**config.mk**
```make
export PLATFORM = sky130hd
export DESIGN_NAME = r24_ctrl_top
export DESIGN_NICKNAME = d
export VERILOG_FILES = /design/src/source/r24_ctrl_pkg.sv /design/src/source/ctrl_regs.sv /design/src/source/led_ddac.sv /design/src/source/r24_ctrl_top.sv /design/src/source/usb_route.sv
export SDC_FILE = /design/constraint.sdc
export NUM_CORES = 1
export LEC_CHECK = 0
export BUFFER_PORTS_ARGS = -buffer_cell sky130_fd_sc_hd__buf_2
export CORE_ASPECT_RATIO = 1.5
export CORE_MARGIN = 2
export CORE_UTILIZATION = 50
export DETAILED_ROUTE_END_ITERATION = 10
export GPL_ROUTABILITY_DRIVEN = 0
export PLACE_DENSITY = 0.89
export SLEW_MARGIN = 15
export SYNTH_ARGS = -nofsm -noshare
export SYNTH_HDL_FRONTEND = slang
export SYNTH_SLANG_ARGS = --single-unit
export TNS_END_PERCENT = 10
```
**constraint.sdc**
```tcl
create_clock -name clk -period 13.7 [get_ports clk]
set_input_delay 1.37 -clock clk [delete_from_list [all_inputs] [get_ports clk]]
set_output_delay 1.37 -clock clk [all_outputs]
set_load 0.02 [all_outputs]
```
**src/source/r24_ctrl_pkg.sv**
```systemverilog
`default_nettype none

////////////////////////////////////////////////////////////////////////////
// Shared widths, types and encodings for the control plane
////////////////////////////////////////////////////////////////////////////

package r24_ctrl_pkg;

    // APB bus
    localparam int APB_ADDR_W = 32;
    localparam int APB_DATA_W = 32;

    typedef logic [APB_ADDR_W-1:0] apb_addr_t;
    typedef logic [APB_DATA_W-1:0] apb_data_t;

    // USB FIFO side
    localparam int USB_DATA_W = 32;
    localparam int USB_BE_W   = 4;

    typedef logic [USB_DATA_W-1:0] usb_data_t;
    typedef logic [USB_BE_W-1:0]   usb_be_t;

    // Channel A ADC byte
    localparam int ADC_W = 8;
    typedef logic [ADC_W-1:0] adc_sample_t;

    localparam int WINDOW_LSB = 12; // 4 KB register window

    // Source feeding the USB write FIFO
    typedef enum logic [1:0] {
        ROUTE_REGS = 2'd0,  // Register pushes and pops
        ROUTE_IDLE = 2'd1,
        ROUTE_ADC  = 2'd2,  // Free-running ADC stream
        ROUTE_LOOP = 2'd3   // USB read data back out
    } route_mode_e;

    // Offsets inside the window
    typedef enum logic [WINDOW_LSB-1:0] {
        REG_CTRL        = 12'h000,
        REG_STATUS      = 12'h004,
        REG_LED0        = 12'h008,
        REG_LED1        = 12'h00C,
        REG_USB_WR_DATA = 12'h010,
        REG_USB_WR_BE   = 12'h014,
        REG_USB_RD_DATA = 12'h018
    } reg_offset_e;

endpackage

`default_nettype wire

```
**src/source/ctrl_regs.sv**
```systemverilog
`timescale 1ns/1ns
`default_nettype none

////////////////////////////////////////////////////////////////////////////
// APB register block for the control window
////////////////////////////////////////////////////////////////////////////

module ctrl_regs
    import r24_ctrl_pkg::*;
#(
    parameter logic [APB_ADDR_W-WINDOW_LSB-1:0] BLOCK_BASE = 20'h43C04,
    parameter int LED_DEPTH = 16
) (
    input  logic                 clk,
    input  logic                 reset,

    // APB slave
    input  logic                 psel,
    input  logic                 penable,
    input  logic                 pwrite,
    input  apb_addr_t            paddr,
    input  apb_data_t            pwdata,
    output apb_data_t            prdata,

    // FIFO status and read word
    input  logic                 usb_wr_full,
    input  logic                 usb_rd_empty,
    input  usb_data_t            usb_rd_data,

    // Towards the router
    output route_mode_e          route_mode,
    output usb_data_t            reg_wr_data,
    output usb_be_t              reg_wr_be,
    output logic                 reg_push,
    output logic                 reg_pop,

    // Dimmer levels
    output logic [LED_DEPTH-1:0] led0_brightness,
    output logic [LED_DEPTH-1:0] led1_brightness
);

    logic        sel;       // Our window addressed
    logic        wr_stb;    // Write access cycle
    reg_offset_e offset;
    logic        overflow;  // Sticky flag for a push dropped on a full FIFO

    assign sel    = psel && (paddr[APB_ADDR_W-1:WINDOW_LSB] == BLOCK_BASE);
    assign wr_stb = sel && penable && pwrite;
    assign offset = reg_offset_e'(paddr[WINDOW_LSB-1:0]);

    ////////////////////////////////////////////////////////////////////////
    // Read mux with zero latency
    ////////////////////////////////////////////////////////////////////////

    always_comb begin
        prdata = '0; // Outside window or unmapped
        if (sel) begin
            case (offset)
                REG_CTRL:        prdata = apb_data_t'(route_mode);
                REG_STATUS:      prdata = {29'd0, overflow, usb_rd_empty, usb_wr_full};
                REG_LED0:        prdata = apb_data_t'(led0_brightness);
                REG_LED1:        prdata = apb_data_t'(led1_brightness);
                REG_USB_WR_DATA: prdata = apb_data_t'(reg_wr_data);
                REG_USB_WR_BE:   prdata = apb_data_t'(reg_wr_be);
                REG_USB_RD_DATA: prdata = apb_data_t'(usb_rd_data);
                default:         prdata = '0;
            endcase
        end
    end

    ////////////////////////////////////////////////////////////////////////
    // Control registers and strobes
    ////////////////////////////////////////////////////////////////////////

    always_ff @(posedge clk) begin
        if (reset) begin
            route_mode      <= ROUTE_IDLE;
            reg_wr_be       <= '1;
            led0_brightness <= '0;
            led1_brightness <= '0;
            overflow        <= 1'b0;
            reg_push        <= 1'b0;
            reg_pop         <= 1'b0;
        end else begin
            // Strobes are single cycle
            reg_push <= 1'b0;
            reg_pop  <= 1'b0;

            if (wr_stb) begin
                case (offset)
                    REG_CTRL:      route_mode <= route_mode_e'(pwdata[1:0]);
                    REG_STATUS:    overflow <= 1'b0; // Any write clears
                    REG_LED0:      led0_brightness <= pwdata[LED_DEPTH-1:0];
                    REG_LED1:      led1_brightness <= pwdata[LED_DEPTH-1:0];
                    REG_USB_WR_BE: reg_wr_be <= pwdata[USB_BE_W-1:0];
                    REG_USB_WR_DATA: begin
                        if (usb_wr_full)
                            overflow <= 1'b1; // Word is lost
                        else
                            reg_push <= 1'b1;
                    end
                    REG_USB_RD_DATA: reg_pop <= 1'b1; // Data ignored
                    default: ;
                endcase
            end
        end
    end

    // Pushed word held until the next data write
    always_ff @(posedge clk) begin
        if (wr_stb && offset == REG_USB_WR_DATA && !usb_wr_full)
            reg_wr_data <= pwdata;
    end

    ////////////////////////////////////////////////////////////////////////
    // Checks
    ////////////////////////////////////////////////////////////////////////

    // Back to back pushes need two writes so they never touch
    push_single_cycle_a : assert property (
        @(posedge clk) disable iff (reset)
        reg_push |=> !reg_push
    );

    // The write that raises overflow never also pushes
    full_write_no_push_a : assert property (
        @(posedge clk) disable iff (reset)
        reg_push |-> !$rose(overflow)
    );

endmodule

`default_nettype wire

```
**src/source/led_ddac.sv**
```systemverilog
`timescale 1ns/1ns
`default_nettype none

////////////////////////////////////////////////////////////////////////////
// First-order delta-sigma LED dimmer
////////////////////////////////////////////////////////////////////////////

module led_ddac #(
    parameter int LED_DEPTH = 16
) (
    input  logic                 clk,
    input  logic                 reset,
    input  logic [LED_DEPTH-1:0] brightness,
    output logic                 led
);

    logic [LED_DEPTH-1:0] acc;
    logic [LED_DEPTH:0]   sum; // Extra bit holds the carry

    assign sum = {1'b0, acc} + {1'b0, brightness};

    // Carry density tracks brightness / 2**LED_DEPTH
    always_ff @(posedge clk) begin
        if (reset) begin
            acc <= '0;
            led <= 1'b0;
        end else begin
            acc <= sum[LED_DEPTH-1:0]; // Wraps, remainder kept
            led <= sum[LED_DEPTH];     // Pin one cycle behind the sum
        end
    end

endmodule

`default_nettype wire

```
**src/source/r24_ctrl_top.sv**
```systemverilog
`timescale 1ns/1ns
`default_nettype none

////////////////////////////////////////////////////////////////////////////
// Control plane top level
////////////////////////////////////////////////////////////////////////////

module r24_ctrl_top
    import r24_ctrl_pkg::*;
#(
    parameter logic [APB_ADDR_W-WINDOW_LSB-1:0] BLOCK_BASE = 20'h43C04,
    parameter int LED_DEPTH = 16
) (
    input  logic        clk,
    input  logic        reset,

    // APB slave
    input  logic        psel,
    input  logic        penable,
    input  logic        pwrite,
    input  apb_addr_t   paddr,
    input  apb_data_t   pwdata,
    output apb_data_t   prdata,

    input  adc_sample_t adc_a_data,

    // USB FIFOs, external
    input  usb_data_t   usb_rd_data,
    input  usb_be_t     usb_rd_be,
    input  logic        usb_rd_valid,
    input  logic        usb_rd_empty,
    input  logic        usb_wr_full,
    output usb_data_t   usb_wr_data,
    output usb_be_t     usb_wr_be,
    output logic        usb_wr_en,
    output logic        usb_rd_en,

    output logic        led0,
    output logic        led1
);

    route_mode_e          route_mode;
    usb_data_t            reg_wr_data;
    usb_be_t              reg_wr_be;
    logic                 reg_push;
    logic                 reg_pop;
    logic [LED_DEPTH-1:0] led0_brightness;
    logic [LED_DEPTH-1:0] led1_brightness;

    ctrl_regs #(
        .BLOCK_BASE (BLOCK_BASE),
        .LED_DEPTH  (LED_DEPTH)
    ) regs_i (
        .clk             (clk),
        .reset           (reset),
        .psel            (psel),
        .penable         (penable),
        .pwrite          (pwrite),
        .paddr           (paddr),
        .pwdata          (pwdata),
        .prdata          (prdata),
        .usb_wr_full     (usb_wr_full),
        .usb_rd_empty    (usb_rd_empty),
        .usb_rd_data     (usb_rd_data),
        .route_mode      (route_mode),
        .reg_wr_data     (reg_wr_data),
        .reg_wr_be       (reg_wr_be),
        .reg_push        (reg_push),
        .reg_pop         (reg_pop),
        .led0_brightness (led0_brightness),
        .led1_brightness (led1_brightness)
    );

    // Combinational mux into the write FIFO
    usb_route route_i (
        .clk          (clk),
        .reset        (reset),
        .route_mode   (route_mode),
        .reg_wr_data  (reg_wr_data),
        .reg_wr_be    (reg_wr_be),
        .reg_push     (reg_push),
        .reg_pop      (reg_pop),
        .adc_a_data   (adc_a_data),
        .usb_rd_data  (usb_rd_data),
        .usb_rd_be    (usb_rd_be),
        .usb_rd_valid (usb_rd_valid),
        .usb_wr_full  (usb_wr_full),
        .usb_wr_data  (usb_wr_data),
        .usb_wr_be    (usb_wr_be),
        .usb_wr_en    (usb_wr_en),
        .usb_rd_en    (usb_rd_en)
    );

    ////////////////////////////////////////////////////////////////////////
    // LED dimmers
    ////////////////////////////////////////////////////////////////////////

    led_ddac #(.LED_DEPTH(LED_DEPTH)) led0_i (
        .clk        (clk),
        .reset      (reset),
        .brightness (led0_brightness),
        .led        (led0)
    );

    led_ddac #(.LED_DEPTH(LED_DEPTH)) led1_i (
        .clk        (clk),
        .reset      (reset),
        .brightness (led1_brightness),
        .led        (led1)
    );

endmodule

`default_nettype wire

```
**src/source/usb_route.sv**
```systemverilog
`timescale 1ns/1ns
`default_nettype none

////////////////////////////////////////////////////////////////////////////
// USB write source selection
////////////////////////////////////////////////////////////////////////////

module usb_route
    import r24_ctrl_pkg::*;
(
    input  logic        clk,          // Assertion sampling only
    input  logic        reset,

    input  route_mode_e route_mode,

    // Register-driven traffic
    input  usb_data_t   reg_wr_data,
    input  usb_be_t     reg_wr_be,
    input  logic        reg_push,
    input  logic        reg_pop,

    input  adc_sample_t adc_a_data,

    // Read FIFO side
    input  usb_data_t   usb_rd_data,
    input  usb_be_t     usb_rd_be,
    input  logic        usb_rd_valid,
    input  logic        usb_wr_full,

    // Write FIFO side
    output usb_data_t   usb_wr_data,
    output usb_be_t     usb_wr_be,
    output logic        usb_wr_en,
    output logic        usb_rd_en
);

    always_comb begin
        // Idle values
        usb_wr_data = '0;
        usb_wr_be   = '1;
        usb_wr_en   = 1'b0;
        usb_rd_en   = 1'b0;
        case (route_mode)
            ROUTE_REGS: begin
                usb_wr_data = reg_wr_data;
                usb_wr_be   = reg_wr_be;
                usb_wr_en   = reg_push;
                usb_rd_en   = reg_pop;
            end
            ROUTE_ADC: begin
                usb_wr_data = usb_data_t'(adc_a_data); // Zero-extended byte
                usb_wr_en   = 1'b1;                    // Unconditional, full ignored
                usb_rd_en   = 1'b1;
            end
            ROUTE_LOOP: begin
                usb_wr_data = usb_rd_data;
                usb_wr_be   = usb_rd_be;
                usb_wr_en   = usb_rd_valid;
                usb_rd_en   = !usb_wr_full; // Stall reads while output is full
            end
            default: ; // ROUTE_IDLE
        endcase
    end

    // Loopback must not draw reads it cannot forward
    loop_backpressure_a : assert property (
        @(posedge clk) disable iff (reset)
        (route_mode == ROUTE_LOOP) |-> !(usb_rd_en && usb_wr_full)
    );

endmodule

`default_nettype wire

```
Yosys cells after proc, flatten, opt, wreduce, memory -nomap -nowiden

Index checks and enable logic that the tools add are counted.

Output and inout bits: 72
Flip-flop bits (word level): 107

Bitwise logic cells: 2
Equal/unequal tests: 10
Add/sub/neg operators: 2
Multiplexer cells: 10
Reduce and logical (&&, ||, !) cells: 16

Operator list:

| kind                                                                     | count |
|---|---|
| 32-bit one-hot mux with 7 select lines                                   | 1 |
| 32-bit one-hot mux with 3 select lines                                   | 1 |
| 12-bit by 5-bit equality test with 1-bit output (second input constant)  | 3 |
| 16-bit by 16-bit adder with 17-bit output                                | 2 |
| 32-bit 2-to-1 mux                                                        | 1 |
| 12-bit by 4-bit equality test with 1-bit output (second input constant)  | 2 |
| 20-bit by 19-bit equality test with 1-bit output (second input constant) | 1 |
| 12-bit by 3-bit equality test with 1-bit output (second input constant)  | 1 |
| 12-bit zero test                                                         | 1 |
| 4-bit one-hot mux with 2 select lines                                    | 1 |
| 2-bit AND reduction                                                      | 4 |
| 1-bit one-hot mux with 3 select lines                                    | 2 |
| 1-bit logical AND                                                        | 5 |
| 2-bit equality test (second input constant)                              | 2 |
| 1-bit 2-to-1 mux                                                         | 3 |
| 3-bit AND reduction                                                      | 1 |
| 3-bit OR reduction                                                       | 1 |
| 2-bit zero test                                                          | 1 |
| 2-bit != test (second input constant)                                    | 1 |
| 1-bit inverter                                                           | 2 |
| 1-bit one-hot mux with 2 select lines                                    | 1 |
| 2-bit nonzero test                                                       | 1 |
| 2-bit OR reduction                                                       | 1 |
| 1-bit zero test                                                          | 1 |

Longest topological paths before layout

Gate-level depths: netlist of run 1.

Depth after elaboration: 6
Gate-level depth with buffers: 9
Gate-level depth less buffers: 8

Modules after synthesis

From an unflattened synthesis of run 1, not the netlist that was laid out.

Cells, all modules: 767
Area total of the unflattened synthesis: 6945.4 sq um

By module, submodules not included:

| module    | instances | cells an instance | area an instance (sq um) |
|---|---|---|---|
| ctrl_regs | 1         | 387               | 3858.7 |
| led_ddac  | 2         | 144               | 1242.4 |
| usb_route | 1         | 92                | 601.8 |

Least setup slack after synthesis of run 1

No wires, ideal clock.

Path type: input-to-reg
Start: in paddr[15]
End: reg regs_i.reg_wr_data[0], enable pin
Slack: 7748 ps
Stages: 4
Arrival: 5447 ps
Cell sequence: nor4b_2 nand2_1 or4_4 nor4_1

Longest elaborated chain between the ends: 6

Ends and longest elaborated chain:

| item                                             | RTL line           | text |
|---|---|---|
| from (decl)                                      | r24_ctrl_top.sv:21 | `input apb_addr_t paddr,` |
| 20-bit by 19-bit equality test with 1-bit output | ctrl_regs.sv:47    | `assign sel = psel && (paddr[APB_ADDR_W-1:WINDOW_LSB] == BLOCK_BASE);` |
| 1-bit logical AND                                | ctrl_regs.sv:47    |  |
| 1-bit logical AND (2 in a row)                   | ctrl_regs.sv:48    | `assign wr_stb = sel && penable && pwrite;` |
| 1-bit logical AND (2 in a row)                   | ctrl_regs.sv:111   | `if (wr_stb && offset == REG_USB_WR_DATA && !usb_wr_full)` |
| to (signal assigned)                             | ctrl_regs.sv:112   | `reg_wr_data <= pwdata;` |
| to (decl)                                        | ctrl_regs.sv:32    | `output usb_data_t reg_wr_data,` |

No other way between the ends.
A chain may end at the register's enable or synchronous reset.

Worst setup path after layout of run 1

Start: in paddr[7]
End: out prdata[12]

Longest elaborated chain between the ends: 3

Ends and longest elaborated chain:

| item                                                                          | RTL line           | text |
|---|---|---|
| 12-bit by 5-bit equality test with 1-bit output, or another cell as far along | ctrl_regs.sv:58    | `case (offset)` |
| 32-bit one-hot mux with 7 select lines *                                      | ctrl_regs.sv:58    |  |
| 32-bit 2-to-1 mux *                                                           | ctrl_regs.sv:57    | `if (sel) begin` |
| to (decl)                                                                     | r24_ctrl_top.sv:23 | `output apb_data_t prdata,` |

Mark *: on every way between the ends. The rest lies on a longest branch, timed or not.

==> results of run 1 <==
==> final cells by class <==
type | count | area (sq um) | share of cell area
Multi-Input combinational cell | 533 | 3465 | 0.4658
Sequential cell | 107 | 2462 | 0.3311
Timing Repair Buffer | 194 | 988.4 | 0.1329
Clock buffer | 12 | 257.7 | 0.03466
Tap cell | 153 | 191.4 | 0.02574
Clock inverter | 4 | 47.55 | 0.006393
Inverter | 6 | 22.52 | 0.003028
Antenna cell | 1 | 2.502 | 0.0003365
==> state kept, by name, summed over array words and instances (netlist names) <==
register                cells
regs_i.reg_push             1
regs_i.led1_brightness     16
led1_i.acc                 16
regs_i.route_mode           2
regs_i.reg_wr_data         32
regs_i.overflow             1
regs_i.led0_brightness     16
regs_i.reg_wr_be            4
led0_i.acc                 16
regs_i.reg_pop              1
led0_i.led                  1
led1_i.led                  1
==> cells by family after synthesis <==
group                    after synthesis  share of synthesized area
XOR/XNOR                              18                    0.02549
adder cells (fa/ha/maj)               38                    0.07930
flip-flops                           107                     0.3981
AO/OA/AOI/OAI                        199                     0.2268
buffers and inverters                 55                    0.04329
multiplexers                          17                    0.03055
AND/OR/NAND/NOR                      261                     0.1964
==> worst max-delay path by stage <==
stage	from	endpoint	slack, ns	cells past startpoint
CTS	paddr[7]	prdata[11]	8.23	8
global route	paddr[7]	prdata[16]	8.04	8
finish	paddr[7]	prdata[12]	8.22	8
floorplan	paddr[15]	regs_i.reg_wr_data[0]	7.75	4
detailed placement	paddr[7]	prdata[11]	8.25	8
global placement	paddr[7]	prdata[11]	8.31	8
==> power by group through the flow <==
stage	sequential [uW]	combinational (uW)	clock, uW
floorplan	333	9.89	0
detailed placement	333	33.1	0
CTS	325	33.3	268
global placement	333	32.5	0
finish	325	34.1	267
global route	325	36.5	283
==> routing by layer <==
layer  wire length [microns]  vias up
met1                    6990     2822
met3                    1941       75
li1                        -     2874
met4                     949        0
met5                       0        -
met2                    9253      402
==> metrics by stage <==
step / util / area (sq um)
floorplan: - / 6185
global placement: 0.5932 / 7128
detailed placement: 0.5932 / 7128
CTS: 0.6186 / 7433
global route: 0.6189 / 7437
finish: 0.6189 / 7437
==> worst min-delay path, stage by stage, from the launching register on <==
cell	delay (ns)
dfxtp_1	0.34
nand2_1	0.06
a21oi_1	0.05
==> cell usage in the layout, fill, tap and decap left out, drive strengths merged, types with 7 or more instances in the layout <==
master  netlist  routed
a211oi        7       7
a21o         12      12
a21oi        54      54
a222oi       14      14
a22oi        51      51
buf          23     194
clkbuf       26      12
dfxtp        75      75
edfxtp       32      32
ha           36      36
mux2i        11      11
nand2        92      92
nand3         7       7
nor2        101     101
nor2b        17      17
nor3         12      12
o21a         11      11
o21ai        13      13
xnor2        10      10
xor2          8       8
==> impl_metrics.env, run 1 <==
export IMPL_outcome="finished clean"
export IMPL_endpoint_kind="output port"
export IMPL_synth_most_common_cell="nor2_1"
export IMPL_die_x_microns=94.81
export IMPL_clk_pin_slew_ns=0.07
export IMPL_hold_path_end="regs_i.led0_brightness[10]"
export IMPL_period_share=0.4003
export IMPL_via_count=6173
export IMPL_area_growth_pct=20.25
export IMPL_switching_share=0.2140
export IMPL_first_iter_violations=572
export IMPL_cp_slowest_stage_delay_ns=0.99
export IMPL_clock_sinks=107
export IMPL_grt_busiest_layer="met2"
export IMPL_postCtsSetupRepairBufs=0
export IMPL_path_class="in2out"
export IMPL_hp_class="reg2reg"
export IMPL_tns_ns=0
export IMPL_drv_slew=0
export IMPL_regToRegSetupSlack_ns=10.99
export IMPL_worstPathRequired_ns=12.33
export IMPL_portBuffers=187
export IMPL_power_internal_uw=492.7
export IMPL_core_sq_um=12020
export IMPL_grtUsageMet1=0.3249
export IMPL_stdcell_count=1010
export IMPL_root_buffer="clkbuf_16"
export IMPL_cts_tree="done"
export IMPL_die_area_sq_um=13290
export IMPL_drive_above_1_share=0.2629
export IMPL_grt_use_met3=0.06079
export IMPL_rows=49
export IMPL_arrival_ns=4.11
export IMPL_overflow=0
export IMPL_synthTopCellsByArea="dfxtp_1 24%, edfxtp_1 16%, ha_1 7.3%"
export IMPL_synth_flop_cell="dfxtp_1"
export IMPL_fill_cells=1019
export IMPL_drc=0
export IMPL_yosysTopAreaCellShare=0.2428
export IMPL_cp_common_cell="buf_2"
export IMPL_dr_pass1_iters=7
export IMPL_synthesis_nets=849
export IMPL_crit_buf_inv=2
export IMPL_vias_per_cell=6.112
export IMPL_grtUsageMet2=0.4804
export IMPL_ant_nets=0
export IMPL_yosysTopAreaCell="dfxtp_1"
export IMPL_p_switching_uw=134.1
export IMPL_path_cells="buf_2 -> nor4_2 -> and4b_1 -> nand2_1 -> nor2_2 -> a22oi_1 -> nor2_1 -> buf_2"
export IMPL_worst_slack_ns=8.216
export IMPL_htreeDepth=3
export IMPL_leakage_uw=0.003141
export IMPL_r2r_end="led1_i.acc[14]"
export IMPL_yosysWarnings=0
export IMPL_ios=188
export IMPL_rsz0062_at_grt="false"
export IMPL_nets=1005
export IMPL_tightest_slew_ns=1.247
export IMPL_cts_resized_gates=0
export IMPL_ys_types=60
export IMPL_fin_hold_ws_ns=0.4939
export IMPL_p_seq_frac=0.519
export IMPL_syn_avg_cell_area_sq_um=8.899
export IMPL_r2r_start="regs_i.led1_brightness[0]"
export IMPL_ys_top_cells_by_count="100 x nor2_1, 92 x nand2_1, 75 x dfxtp_1, 54 x a21oi_1, 51 x a22oi_1"
export IMPL_antenna_found_initial=2
export IMPL_cts_hold_buf=0
export IMPL_timing_final_crit_period_ns=5.484
export IMPL_fmax_ghz=0.1823
export IMPL_r2r_cells=8
export IMPL_wl_per_cell_microns=18.94
export IMPL_start_util=0.5147
export IMPL_grt_use_total=0.2832
export IMPL_finalPower_uw=626.9
export IMPL_maxSlewHeadroom=0.1675
export IMPL_crit_path_start_kind="primary input"
export IMPL_grt_pass1_wl_mm=29.28
export IMPL_crit_fanout=30
export IMPL_clockPowerShare=0.426
export IMPL_finalSetupViolCount=0
export IMPL_path_delay_family="simple AND/OR/NAND/NOR gates"
export IMPL_maxCapViolations=0
export IMPL_ys_ff_latch=107
export IMPL_synthCells=695
export IMPL_die_h_microns=140.2
export IMPL_worstHoldPathCells=2
export IMPL_grt_max_degree=81
export IMPL_grt_pass1_vias=5772
export IMPL_slowest_stage="nor2_2"
export IMPL_pre_cts_ws_ns=8.247
export IMPL_clkLatencyLatePin_ns=0.36
export IMPL_skew_ns=0.004315
export IMPL_synth_edf_count=32
export IMPL_pwr_share_comb=0.054
export IMPL_place_hpwl_mm=14.11
export IMPL_wirelength_mm=19.13
export IMPL_cts_made_buffers=9
export IMPL_min_delay_start="regs_i.led0_brightness[10]"
export IMPL_async_flop_share=0
export IMPL_peakVddDrop_uv=65.54
export IMPL_power_density_nw_per_um2=84.29
export IMPL_placed_cells=993
export IMPL_synth_area_sq_um=6185
export IMPL_clockBufferDepth=2
export IMPL_hold_viol=0
export IMPL_yosysSeqAreaShare=0.3981
Power figures use the tool's default switching activity.
==> inputs of run 2 (changes only) <==
- ABC_AREA: unset -> 1
- PLACE_DENSITY: 0.89 -> 0.88
- clock period: 13.7 -> 5.2 ns (I/O delays scaled with it)
==> impl_metrics.env, run 2 <==
export IMPL_outcome="finished clean"
export IMPL_nets=1379
export IMPL_finalSetupViolCount=0
export IMPL_synth_area_sq_um=6885
export IMPL_synth_area_mux_share=0
export IMPL_synthCells=1060
export IMPL_leakage_uw=0.004155
export IMPL_synth_simple_gate_area_frac=0.3751
export IMPL_r2r_cells=10
export IMPL_async_flop_share=0
export IMPL_portBuffers=187
export IMPL_pwr_share_comb=0.052
export IMPL_power_internal_uw=1230
export IMPL_crit_path_start_kind="flop"
export IMPL_path_class="reg2out"
export IMPL_clk_pin_slew_ns=0.08
export IMPL_postCtsSetupRepairBufs=0
export IMPL_placed_cells=1376
export IMPL_drive_above_1_share=0.1886
export IMPL_clockPowerShare=0.412
export IMPL_finalPower_uw=1601
export IMPL_syn_avg_cell_area_sq_um=6.496
export IMPL_p_seq_frac=0.535
export IMPL_fmax_ghz=0.3334
export IMPL_ys_top_cells_by_count="361 x nand2_1, 178 x nor2_1, 106 x inv_1, 79 x a21oi_1, 75 x dfxtp_1"
export IMPL_yosysWarnings=0
export IMPL_max_flop_register="regs_i.reg_wr_data"
export IMPL_largest_reg_flops=32
export IMPL_dr_pass1_iters=6
export IMPL_root_buffer="clkbuf_16"
export IMPL_cts_hold_buf=0
export IMPL_first_iter_violations=492
export IMPL_die_x_microns=99.82
export IMPL_fill_cells=1243
export IMPL_skew_ns=0.008854
export IMPL_switching_share=0.2317
export IMPL_clkLatencyLatePin_ns=0.35
export IMPL_yosysTopAreaCell="dfxtp_1"
export IMPL_stdcell_count=1392
export IMPL_die_area_sq_um=14740
export IMPL_hp_class="in2reg"
export IMPL_synth_edf_count=32
export IMPL_rsz0062_at_grt="false"
export IMPL_vias_per_cell=5.268
export IMPL_ys_types=35
export IMPL_p_switching_uw=370.9
export IMPL_wirelength_mm=19.25
export IMPL_yosysSeqAreaShare=0.3576
export IMPL_mostFrequentLayoutCells="361 x nand2_1, 187 x buf_2, 177 x nor2_1"
export IMPL_worstPathRequired_ns=4.68
export IMPL_grt_max_degree=66
export IMPL_cts_resized_gates=0
export IMPL_cp_common_cell="inv_1"
export IMPL_die_h_microns=147.7
export IMPL_synthesis_nets=1214
export IMPL_path_cells="ha_1 -> inv_1 -> nand2_1 -> inv_1 -> buf_2"
export IMPL_synthTopCellsByArea="dfxtp_1 22%, nand2_1 20%, edfxtp_1 14%"
export IMPL_arrival_ns=2.48
export IMPL_synth_xor_xnor_area_share=0.001272
export IMPL_antenna_found_initial=0
export IMPL_ys_ff_latch=107
export IMPL_start_util=0.5112
export IMPL_rows=52
export IMPL_clockBufferDepth=2
export IMPL_ios=188
export IMPL_synth_flop_cell="dfxtp_1"
export IMPL_grt_pass1_vias=7084
export IMPL_synth_most_common_cell="nand2_1"
export IMPL_hold_viol=0
export IMPL_maxSlewHeadroom=0.2840
export IMPL_yosysTopAreaCellShare=0.2181
export IMPL_wl_per_cell_microns=13.83
export IMPL_place_hpwl_mm=14.55
export IMPL_maxCapViolations=0
export IMPL_drc=0
export IMPL_power_density_nw_per_um2=196.5
export IMPL_worstHoldPathCells=1
export IMPL_drv_slew=0
export IMPL_regToRegSetupSlack_ns=3.03
export IMPL_slowest_stage="ha_1"
export IMPL_synth_top_family_by_area="simple AND/OR/NAND/NOR gates"
export IMPL_period_share=0.5768
export IMPL_overflow=0
export IMPL_endpoint_kind="output port"
export IMPL_clock_sinks=107
export IMPL_crit_fanout=27
export IMPL_core_sq_um=13470
export IMPL_grt_pass1_wl_mm=31.40
export IMPL_tightest_slew_ns=1.074
export IMPL_fin_hold_ws_ns=0.3411
export IMPL_cts_tree="done"
export IMPL_synth_compound_gate_area_share=0.1034
export IMPL_diodes=0
export IMPL_via_count=7333
export IMPL_tns_ns=0
export IMPL_ant_nets=0
export IMPL_cp_slowest_stage_delay_ns=0.90
export IMPL_timing_final_crit_period_ns=2.999
export IMPL_peakVddDrop_uv=149.1
export IMPL_htreeDepth=3
export IMPL_cts_made_buffers=9
export IMPL_area_growth_pct=18.28
export IMPL_grt_use_total=0.2600
export IMPL_synth_adder_area_share=0.07123
export IMPL_final_common_cell="nand2_1"
-- run 2: cell families (layout without fill, tap and decap cells) --
family / count (synthesis) / in the layout
flops: 107 / 107
simple gates: 631 / 631
xor+xnor: 1 / 1
buf+inv: 150 / 320
fa+ha+maj: 38 / 38
compound gates: 133 / 133
-- run 2: path summary, 6_finish.rpt --
path                                  start                      to
setup / recovery       regs_i.route_mode[0]          usb_wr_data[1]
hold / removal                   pwdata[21]  regs_i.reg_wr_data[21]
setup reg to reg  regs_i.led1_brightness[0]          led1_i.acc[14]
hold reg to reg             regs_i.overflow         regs_i.overflow
-- run 2: power groups by stage --
stage	combinational, uW	sequential (uW)	clock (uW)
6_report	83.7	857	660
5_1_grt	89.8	857	698
4_1_cts	82.6	857	675
3_5_place_dp	82.2	876	0
3_3_place_gp	80.8	876	0
2_1_floorplan	22.4	876	0
-- run 2: cell type report --
class                   count  area (sq um)  area share
flip-flops and latches    107          2462      0.3024
clock inverters             6         58.81    0.007221
well taps                 162         202.7     0.02489
inverters                 113         424.2     0.05208
multi-input cells         803          3801      0.4667
repair buffers            191         965.9      0.1186
clock buffers              10         229.0     0.02811
-- run 2: worst max-delay path: cells and delay by family, from the launching register on --
family,cells,cell delay [ns]
adder cells (fa/ha/maj),1,0.90
AND/OR/NAND/NOR,1,0.17
buffers and inverters,3,0.62
flip-flops,1,0.43
-- run 2: routing by layer --
metal,vias up,wire length [microns],global-route usage,part of all wire
met5,-,0,0,0
met4,0,704,0.1212,0.037
met3,63,1441,0.03499,0.075
met2,342,9698,0.4740,0.50
met1,3244,7406,0.2958,0.38
li1,3684,-,-,-
-- run 2: through the flow --
| stage | util | setup WS [ns] | instance area (sq um) |
|---|---|---|---|
| global placement | 0.5833 | 2.352 | 7856 |
| finish | 0.6047 | 2.201 | 8144 |
| detailed placement | 0.5833 | 2.291 | 7856 |
| global route | 0.6047 | 2.023 | 8144 |
| CTS | 0.6047 | 2.163 | 8144 |
| floorplan | - | 2.206 | 6885 |
